File: config.mk
export PLATFORM = sky130hd
export DESIGN_NAME = ov7670_ctrl
export DESIGN_NICKNAME = d
export VERILOG_FILES = /design/src/source/ov7670_pkg.sv /design/src/source/ov7670_cam_out.sv /design/src/source/ov7670_ctrl.sv /design/src/source/ov7670_init_fsm.sv /design/src/source/ov7670_reg_seq.sv
export SDC_FILE = /design/constraint.sdc
export NUM_CORES = 1
export LEC_CHECK = 0
export BUFFER_PORTS_ARGS = -buffer_cell sky130_fd_sc_hd__clkbuf_2
export CORE_ASPECT_RATIO = 1.1
export CORE_UTILIZATION = 50
export DETAILED_ROUTE_END_ITERATION = 10
export PLACE_DENSITY_LB_ADDON = 0.15
export SYNTH_ARGS = -nofsm -noshare
export SYNTH_HDL_FRONTEND = slang
export SYNTH_SLANG_ARGS = --single-unit
File: constraint.sdc
create_clock -name rst -period 5.5 [get_ports rst]
set_input_delay 0 -clock rst [delete_from_list [all_inputs] [get_ports rst]]
set_output_delay 0 -clock rst [all_outputs]
set_load 0.03 [all_outputs]
File: src/source/ov7670_pkg.sv
package ov7670_pkg;

  // --------------------
  // Types
  // --------------------

  // Camera register address and data, one SCCB write each
  typedef logic [7:0] reg_addr_t;
  typedef logic [7:0] reg_data_t;

  // Table index, fewer than 64 entries
  typedef logic [5:0] seq_idx_t;

  // Controller states
  typedef enum logic [2:0] {
    st_rstcam,
    st_wait_rstcam,
    st_wait_ready,
    st_write_reg,
    st_done
  } ctrl_state_e;

  // --------------------
  // Constants
  // --------------------

  // Real entries 0x00 to 0x17, end marker above
  localparam int unsigned seq_len = 24;
  // No camera register has this upper nibble
  localparam logic [3:0] end_nibble = 4'hF;
  // SCALING_YSC entry, bit 7 picks the colour bar pattern
  localparam seq_idx_t test_idx = 6'h14;
  localparam reg_data_t test_data = 8'hB5;
  // COM7 reset value held while in reset
  localparam logic [15:0] reset_entry = 16'h1280;
  // System clock to camera clock ratio
  localparam int unsigned xclk_div = 4;
  // 300 ms at 100 MHz
  localparam int unsigned wait_cycles_default = 30_000_000;
  localparam int unsigned wait_cnt_w = 25;

  // --------------------
  // Register table
  // --------------------

  // Upper byte address, lower byte data
  function automatic logic [15:0] reg_table(input seq_idx_t idx, input logic test_mode);
    logic [15:0] entry;
    // Two COM7 resets, then YUV output
    case (idx)
      6'h00: entry = 16'h1280;
      6'h01: entry = 16'h1280;
      6'h02: entry = 16'h1200;
      6'h03: entry = 16'h0902;
      6'h04: entry = 16'h40C0;
      6'h05: entry = 16'h8C00;
      6'h06: entry = 16'h1180;
      6'h07: entry = 16'h0F4B;
      6'h08: entry = 16'h1E37;
      6'h09: entry = 16'h3DC0;
      // HREF and windowing
      6'h0A: entry = 16'h1520;
      6'h0B: entry = 16'h1711;
      6'h0C: entry = 16'h1800;
      6'h0D: entry = 16'h1900;
      6'h0E: entry = 16'h1A00;
      6'h0F: entry = 16'h3200;
      6'h10: entry = 16'h3A04;
      // QQVGA/2 scaling
      6'h11: entry = 16'h0C04;
      6'h12: entry = 16'h3E1B;
      6'h13: entry = 16'h703A;
      6'h14: entry = 16'h7135;
      6'h15: entry = 16'h7233;
      6'h16: entry = 16'h73F3;
      6'h17: entry = 16'hA202;
      default: entry = {end_nibble, 12'hFFF};
    endcase
    // Anything past the table reads as the end marker
    if (idx >= seq_idx_t'(seq_len)) begin
      entry = {end_nibble, 12'hFFF};
    end
    // Colour bar test pattern only differs here
    if (test_mode && (idx == test_idx)) begin
      entry[7:0] = test_data;
    end
    return entry;
  endfunction

endpackage

File: src/source/ov7670_cam_out.sv
`timescale 1ns/1ps

module ov7670_cam_out (
  input  logic rst,
  input  logic clk,
  input  logic cam_rst_req,
  output logic ov7670_rst_n,
  output logic ov7670_xclk
);

  import ov7670_pkg::*;

  // Divider count, just wide enough for xclk_div
  typedef logic [$clog2(xclk_div)-1:0] div_cnt_t;

  div_cnt_t div_cnt;

  // --------------------
  // Camera clock
  // --------------------

  // Modulo counter, upper bit gives a 50 % duty cycle
  always_ff @(posedge rst or posedge clk) begin
    if (clk) begin
      div_cnt <= '0;
    end else if (div_cnt == div_cnt_t'(xclk_div - 1)) begin
      div_cnt <= '0;
    end else begin
      div_cnt <= div_cnt + 1'b1;
    end
  end

  // Low for the first half, high for the second
  assign ov7670_xclk = div_cnt[$bits(div_cnt)-1];

  // --------------------
  // Camera reset pin
  // --------------------

  // Registered so the pin never glitches, held low in reset
  always_ff @(posedge rst or posedge clk) begin
    if (clk) begin
      ov7670_rst_n <= 1'b0;
    end else begin
      ov7670_rst_n <= ~cam_rst_req;
    end
  end

  a_div_cnt_range: assert property (
    @(posedge rst) disable iff (clk)
    32'(div_cnt) < xclk_div
  ) else $error("xclk divider count out of range");

endmodule

File: src/source/ov7670_ctrl.sv
`timescale 1ns/1ps

module ov7670_ctrl #(
  parameter int unsigned wait_cycles = ov7670_pkg::wait_cycles_default
) (
  input  logic                  rst,
  input  logic                  clk,
  input  logic                  test_mode,
  input  logic                  resend,
  input  logic                  sccb_ready,
  output logic                  start_tx,
  output logic                  done,
  output ov7670_pkg::reg_addr_t addr,
  output ov7670_pkg::reg_data_t data_wr,
  output logic                  ov7670_rst_n,
  output logic                  ov7670_xclk
);

  // FSM request to hold the camera in reset
  logic cam_rst_req;

  // --------------------
  // Table sequencing
  // --------------------

  // Advances on each write the FSM offers
  ov7670_reg_seq ov7670_reg_seq_inst (
    .rst       (rst),
    .clk       (clk),
    .test_mode (test_mode),
    .resend    (resend),
    .start_tx  (start_tx),
    .addr      (addr),
    .data_wr   (data_wr),
    .done      (done)
  );

  // Camera reset, waits and the transmitter handshake
  ov7670_init_fsm #(
    .wait_cycles (wait_cycles)
  ) ov7670_init_fsm_inst (
    .rst         (rst),
    .clk         (clk),
    .sccb_ready  (sccb_ready),
    .done        (done),
    .start_tx    (start_tx),
    .cam_rst_req (cam_rst_req)
  );

  // --------------------
  // Camera pins
  // --------------------

  ov7670_cam_out ov7670_cam_out_inst (
    .rst          (rst),
    .clk          (clk),
    .cam_rst_req  (cam_rst_req),
    .ov7670_rst_n (ov7670_rst_n),
    .ov7670_xclk  (ov7670_xclk)
  );

endmodule

File: src/source/ov7670_init_fsm.sv
`timescale 1ns/1ps

module ov7670_init_fsm #(
  parameter int unsigned wait_cycles = ov7670_pkg::wait_cycles_default
) (
  input  logic rst,
  input  logic clk,
  input  logic sccb_ready,
  input  logic done,
  output logic start_tx,
  output logic cam_rst_req
);

  import ov7670_pkg::*;

  // State register and next state
  ctrl_state_e             state_q;
  ctrl_state_e             state_d;
  // Shared wait counter
  logic [wait_cnt_w-1:0]   wait_cnt;
  // Counter runs in the three waiting states
  logic                    cnt_en;
  // Last cycle of a wait period
  logic                    wait_end;

  // --------------------
  // Wait counter
  // --------------------

  // Reset hold, settling, and the gap after each write
  assign cnt_en = (state_q == st_rstcam) ||
                  (state_q == st_wait_rstcam) ||
                  (state_q == st_write_reg);

  // Period is wait_cycles+1 cycles, from 0 up to wait_cycles
  assign wait_end = (wait_cnt == wait_cnt_w'(wait_cycles));

  // Wraps on its own at the end so the next wait starts at 0
  always_ff @(posedge rst or posedge clk) begin
    if (clk) begin
      wait_cnt <= '0;
    end else if (!cnt_en) begin
      wait_cnt <= '0;
    end else if (wait_end) begin
      wait_cnt <= '0;
    end else begin
      wait_cnt <= wait_cnt + 1'b1;
    end
  end

  // --------------------
  // State machine
  // --------------------

  always_ff @(posedge rst or posedge clk) begin
    if (clk) begin
      state_q <= st_rstcam;
    end else begin
      state_q <= state_d;
    end
  end

  always_comb begin
    // Defaults, stay put with no strobe
    state_d     = state_q;
    start_tx    = 1'b0;
    cam_rst_req = 1'b0;
    unique case (state_q)
      // Camera held in reset for one wait period
      st_rstcam: begin
        cam_rst_req = 1'b1;
        if (wait_end) begin
          state_d = st_wait_rstcam;
        end
      end
      // Camera out of reset, let it settle
      st_wait_rstcam: begin
        if (wait_end) begin
          state_d = st_wait_ready;
        end
      end
      // Table end wins over a pending ready
      st_wait_ready: begin
        if (done) begin
          state_d = st_done;
        end else if (sccb_ready) begin
          start_tx = 1'b1;
          state_d  = st_write_reg;
        end
      end
      // Gap after each write, entry updates inside it
      st_write_reg: begin
        if (wait_end) begin
          state_d = st_wait_ready;
        end
      end
      // done drops on resend or mode change
      // whole sequence begins again from camera reset
      st_done: begin
        if (!done) begin
          state_d = st_rstcam;
        end
      end
      default: begin
        state_d = st_rstcam;
      end
    endcase
  end

  // --------------------
  // Checks
  // --------------------

  // Writes only go out to a ready transmitter
  a_start_needs_ready: assert property (
    @(posedge rst) disable iff (clk)
    start_tx |-> sccb_ready
  ) else $error("start_tx without sccb_ready");

  // A write is always followed by a wait period
  a_start_single_cycle: assert property (
    @(posedge rst) disable iff (clk)
    start_tx |=> !start_tx
  ) else $error("start_tx high in consecutive cycles");

  // Counter must wrap at the programmed length
  a_wait_cnt_range: assert property (
    @(posedge rst) disable iff (clk)
    wait_cnt <= wait_cnt_w'(wait_cycles)
  ) else $error("wait counter past wait_cycles");

endmodule

File: src/source/ov7670_reg_seq.sv
`timescale 1ns/1ps

module ov7670_reg_seq (
  input  logic                 rst,
  input  logic                 clk,
  input  logic                 test_mode,
  input  logic                 resend,
  input  logic                 start_tx,
  output ov7670_pkg::reg_addr_t addr,
  output ov7670_pkg::reg_data_t data_wr,
  output logic                 done
);

  import ov7670_pkg::*;

  // Previous test_mode level
  logic        test_mode_q;
  // Restart request, resend or a mode change
  logic        restart;
  // Current table position
  seq_idx_t    idx;
  // Registered table entry, address and data
  logic [15:0] entry;

  // --------------------
  // Restart detection
  // --------------------

  // Keep last cycle's mode to see any edge
  always_ff @(posedge rst or posedge clk) begin
    if (clk) begin
      test_mode_q <= 1'b0;
    end else begin
      test_mode_q <= test_mode;
    end
  end

  // Either edge of test_mode restarts, as does resend
  assign restart = resend | (test_mode ^ test_mode_q);

  // --------------------
  // Index counter
  // --------------------

  // Back to the first entry on restart
  // Otherwise one step per write offered to the transmitter
  // The FSM never strobes once done is up, so no end check here
  always_ff @(posedge rst or posedge clk) begin
    if (clk) begin
      idx <= '0;
    end else if (restart) begin
      idx <= '0;
    end else if (start_tx) begin
      idx <= idx + 1'b1;
    end
  end

  // --------------------
  // Table lookup
  // --------------------

  // One cycle behind the index
  // Test mode selects the colour bar entry at one index
  always_ff @(posedge rst or posedge clk) begin
    if (clk) begin
      entry <= reset_entry;
    end else begin
      entry <= reg_table(idx, test_mode);
    end
  end

  // Split the entry into the write fields
  assign addr    = entry[15:8];
  assign data_wr = entry[7:0];

  // End marker sits in the address nibble
  // Comes from the register only, so done is clean
  assign done = (entry[15:12] == end_nibble);

  // --------------------
  // Checks
  // --------------------

  // The FSM must stop offering writes once the table end is seen
  a_no_start_when_done: assert property (
    @(posedge rst) disable iff (clk)
    !(start_tx && done)
  ) else $error("start_tx raised while done is high");

endmodule

[Word-level counts from Yosys, hierarchy flattened]
Memories as Yosys holds them, arrays and structs flattened.
Cells that the tools add are included.
Storage, ports and cells
  bits in registers: 54
  ROM bits: 512
  bits of input ports: 5
  memories: 1
Cells by class
  add/sub/neg operators: 3
  order comparisons: 1
  equality and inequality tests: 12
  multiplexer cells: 18
  bitwise gates (word level): 3
  reduce and logical (&&, ||, !) cells: 7
Memory list
  (name not given): depth 32, bits a word 16, rd ports 1, clocked after memory_dff 0, wr ports 0, RTL line ov7670_pkg.sv:50  | case (idx)
Operator list (number)
  $mux 25: 2
  $mux 16: 2
  $add 25x1->25 const B: 1
  $eq 25x25->1 const B: 1
  $mux 3: 5
  $mux 6: 2
  $pmux 3 s4: 1
  $mux 8: 1
  $add 6x1->6 const B: 1
  $eq 3x2->1 const B: 2
  $eq 6x5->1 const B: 1
  $ge 6x5->1 const B: 1
  $eq 4x4->1 const B: 1
  $mux 1: 4
  $ne 2x1->1 const B: 2
  $reduce_and 4->1: 1
  $eq 3x1->1 const B: 1
  $eq 3x3->1 const B: 1
  $logic_not 3->1: 1
  $ne 3x2->1 const B: 1
  $add 2x1->2 const B: 1
  $eq 2x2->1 const B: 1
  $logic_or 1x1->1: 2
  $mux 2: 1
  other kinds (7): 7

[Depth between registers and ports, before layout]
  word-level depth: 5
  gate-level depth with buffers: 8

[Modules after synthesis]
From an unflattened synthesis, not the netlist that was laid out.
Unflattened totals
  cell total of the unflattened synthesis: 301
  area, all modules: 2970.3 sq um
Modules (own cells, without submodules)
  ov7670_init_fsm: instances 1, cells each 154, area each 1477.7 sq um, sequential area each 700.7 sq um
  ov7670_reg_seq: instances 1, cells each 140, area each 1393.8 sq um, sequential area each 579.3 sq um
  ov7670_cam_out: instances 1, cells each 7, area each 98.8 sq um, sequential area each 75.1 sq um

[Least setup slack after synthesis]
Ideal clock, no wire load.
  path type: reg-to-reg
  start point: reg ov7670_init_fsm_inst.wait_cnt[17]
  end point: reg ov7670_init_fsm_inst.wait_cnt[2]
  setup time: 0.123 ns
  arrival: 1.850 ns
  data required time: 5.377 ns
  setup slack: 3.528 ns
  cell stages (with the launch flop): 6
  clock period less this slack: 1.972 ns
  path through: dfrtp_1 or4_1 or3_1 o21ai_1 buf_2 nor2_1
On the way
  longest elaborated chain between the ends: 3
Ends and longest elaborated chain
  start, declared: RTL line ov7670_init_fsm.sv:20  | logic [wait_cnt_w-1:0] wait_cnt;
  start signal, assigned: RTL line ov7670_init_fsm.sv:47  | wait_cnt <= wait_cnt + 1'b1;
  $eq 25x25->1: RTL line ov7670_init_fsm.sv:36  | assign wait_end = (wait_cnt == wait_cnt_w'(wait_cycles));
  $mux 25: RTL line ov7670_init_fsm.sv:44  | end else if (wait_end) begin
  $mux 25: RTL line ov7670_init_fsm.sv:42  | end else if (!cnt_en) begin
No other way between the ends.
A chain may end at the register's enable or synchronous reset.

[Worst setup path after layout]
  start point: reg ov7670_init_fsm_inst.wait_cnt[3]
  end point: reg ov7670_init_fsm_inst.wait_cnt[21]
On the way
  longest elaborated chain between the ends: 3
  elaborated cells on any way between the ends: 4
  classes of those cells: add/sub (1); eq/ne (1); mux (2)
Ends and longest elaborated chain (RTL line)
  $add 25x1->25 or $eq 25x25->1 (tied branches): ov7670_init_fsm.sv:47, ov7670_init_fsm.sv:36
  $mux 25 (*): ov7670_init_fsm.sv:44
  $mux 25 (*): ov7670_init_fsm.sv:42
Mark *: on every way between the ends. The rest lies on a longest branch, timed or not.

==> impl_metrics.tcl <==
set metrics [dict create \
    p_sw_share_pct 20.40 \
    clock_latency_ns 0.30 \
    core-area_sq_um 5500 \
    synthTopCellsByArea "dfrtp_1 (44%), nor2_1 (4.8%), xnor2_1 (4.5%)" \
    io_buffers 24 \
    post_cts_buffers 0 \
    die_y_microns 82.09 \
    antenna_found_initial 0 \
    postCtsResizedCells 0 \
    r2r-start "ov7670_init_fsm_inst.wait_cnt[3]" \
    synth_most_common_cell "dfrtp_1" \
    routed_wl_microns 6296 \
    layout-drive-gt1-share_pct 13.90 \
    hp-class "in -> reg" \
    dp.cells 396 \
    yosysTopAreaCell "dfrtp_1" \
    cts_tree "done" \
    pre_cts_ws_ns 3.429 \
    finalNonFillerCells 406 \
    ioPinCount 25 \
    powerDensity_nw_per_um2 209.6 \
    hold_viol 0 \
    combPwrFrac_pct 1.9 \
    die_x_microns 74.81 \
    report.power.total_mw 0.6710 \
    synth_top_area_share_pct 43.78 \
    cts_buffers 5 \
    dp_hpwl_microns 4467 \
    syn_nets 327 \
    syn_avg_cell_area_sq_um 9.344 \
    cpLargestDelayFamily "simple AND/OR/NAND/NOR gates" \
    fillers 508 \
    required_ns 5.74 \
    ys_async_sr_fraction_pct 100.0 \
    peakVddDrop_uv 130.6 \
    crit_path_end_kind "register" \
    ant_nets 0 \
    startpoint "ov7670_init_fsm_inst.wait_cnt[3]" \
    critPathArrivalTime_ns 2.35 \
    drtIter0Drc 101 \
    syn_to_final_growth_pct 9.828 \
    power_frac_clock_pct 38.9 \
    setup_viol 0 \
    rows 28 \
    vias_per_cell 5.781 \
    max_stage_delay_ns 0.69 \
    maxCapViolCount 0 \
    syn_inst 312 \
    whs_ns 0.09373 \
    start_util_pct 53.00 \
    die_area_sq_um 6140 \
    cts.sinks 54 \
    fin_setup_tns_ns 0 \
    gp_congestion 0.8787 \
    synthFlopType "dfrtp_1" \
    grt_max_degree 55 \
    path_cells "nand4_4, or4_1, or4_4, a21oi_2" \
    grt_pass1_vias 2118 \
    slew_violations 0 \
    fin_crit_sh_pct 38.32 \
    fmax_ghz 0.4744 \
    drc 0 \
    grt_pass1_wl_microns 10210 \
    ys_ff_latch 54 \
    p_leak_nw 1.363 \
    critPathLaunchType "register" \
    ctsLongestPathBuffers 2 \
    p_sw_mw 0.1369 \
    synth_edf_count 0 \
    ys_warn_count 0 \
    diodes 0 \
    clk_pin_slew_ns 0.10 \
    cts_root_buffer "clkbuf_8" \
    final_nets 345 \
    via_count 2347 \
    post-route-min-period_ns 2.108 \
    synth_cell_types 48 \
    crit_slowest_cell "or4_1" \
    routedWlPerCell_microns 15.51 \
    grt_remaining_overflow 0 \
    status "finished clean" \
    tightest_slew_ns 1.107 \
    p_int_mw 0.5341 \
    rsz0062_at_grt "no" \
    path_max_fanout 9 \
    p_seq_share_pct 59.2 \
    first_pass_iters 4 \
    netlist_top_cells_count "dfrtp_1 (51), nor2_1 (37), a21oi_1 (24)" \
    slew_headroom_pct 26.12 \
    hold_buffers 2 \
    grt_usage_pct 22.27 \
    worstHoldStart "sccb_ready" \
    cts_max_level 2 \
    worst_slack_ns 3.392 \
    cp.buffers_inverters 0 \
    path_class "reg -> reg" \
    fin_worst_skew_ns 0.006683 \
    synth_area_sq_um 2915 \
    synth-seq-area-share_pct 46.48 \
]
==> state kept, by name, summed over array words and instances (netlist names) <==
signal / count
ov7670_cam_out_inst.div_cnt: 2
ov7670_reg_seq_inst.test_mode_q: 1
ov7670_reg_seq_inst.idx: 6
ov7670_init_fsm_inst.wait_cnt: 25
ov7670_cam_out_inst.ov7670_rst_n: 1
ov7670_init_fsm_inst.state_q: 3
ov7670_reg_seq_inst.entry: 16
==> logic make-up after synthesis <==
| group | count (synthesis) | synth area share (%) |
|---|---|---|
| and+or+nand+nor | 118 | 22.02 |
| AOI/OAI and AO/OA | 73 | 15.41 |
| DFF | 54 | 46.48 |
| buffers and inverters | 35 | 4.635 |
| xor gates and xnor gates | 19 | 5.708 |
| adders and majority gates | 10 | 4.292 |
| muxes | 3 | 1.459 |
==> power by group through the flow <==
stage	Combinational (mW)	Sequential (mW)	Clock (mW)
3_5_place_dp	0.0122	0.405	0
4_1_cts	0.0133	0.397	0.271
3_3_place_gp	0.0122	0.405	0
5_1_grt	0.0152	0.398	0.285
2_1_floorplan	0.00760	0.405	0
6_report	0.0126	0.397	0.261
==> stage by stage <==
stage / util (%) / area, sq um
3_5_place_dp: 55.87 / 3073
4_1_cts: 58.21 / 3202
5_1_grt: 58.21 / 3202
2_1_floorplan: - / 2915
6_report: 58.21 / 3202
3_3_place_gp: 55.87 / 3073
==> worst register-to-register path: cells and delay by family (launching register included) <==
kind | cells | cell delay, ns
simple gates | 3 | 1.45
compound gates | 1 | 0.14
flops | 1 | 0.46
==> cell type report <==
cell class                 instances  area (sq um)  share of cell area [%]
clock inverter                     3         40.04                   1.250
multi-input combinational        223          1425                   44.51
clock buffer                       5         68.82                   2.149
tap                               75         93.84                   2.931
inverter                          19         71.32                   2.227
timing repair buffer              27         147.6                   4.611
sequential                        54          1355                   42.32
==> layer usage <==
layer | GRT usage, % | share of wire [%]
met1 | 27.62 | 43
met2 | 39.91 | 53
met3 | 3.313 | 2.5
met4 | 6.226 | 1.2
met5 | 0 | 0
==> worst paths after layout <==
check	slack (ns)	endpoint	depth (start not counted)
worst max-delay path	3.39	ov7670_init_fsm_inst.wait_cnt[21]	4
worst min-delay path	0.09	ov7670_init_fsm_inst.state_q[0]	5
worst max register to register	3.39	ov7670_init_fsm_inst.wait_cnt[21]	4
worst min register to register	0.44	ov7670_cam_out_inst.div_cnt[0]	1
max in group asynchronous	4.32	ov7670_reg_seq_inst.idx[0]	3
min in group asynchronous	0.51	ov7670_cam_out_inst.div_cnt[0]	3
==> cells in the final DEF (no fill, tap or decap), types with 5 or more instances in the layout <==
master and n:
clkbuf_8 5, nand3_1 8, or3_1 8, nand4_1 9, or4_1 7, inv_1 15
nand2_1 16, a211oi_1 6, nor3_1 6, ha_1 10, clkbuf_2 24, o31ai_1 6
xnor2_1 15, nor2_1 37, nor4_1 6, o21ai_0 18, dfrtp_1 51, a21oi_1 24
No activity file was read; power rests on OpenSTA's default activity.
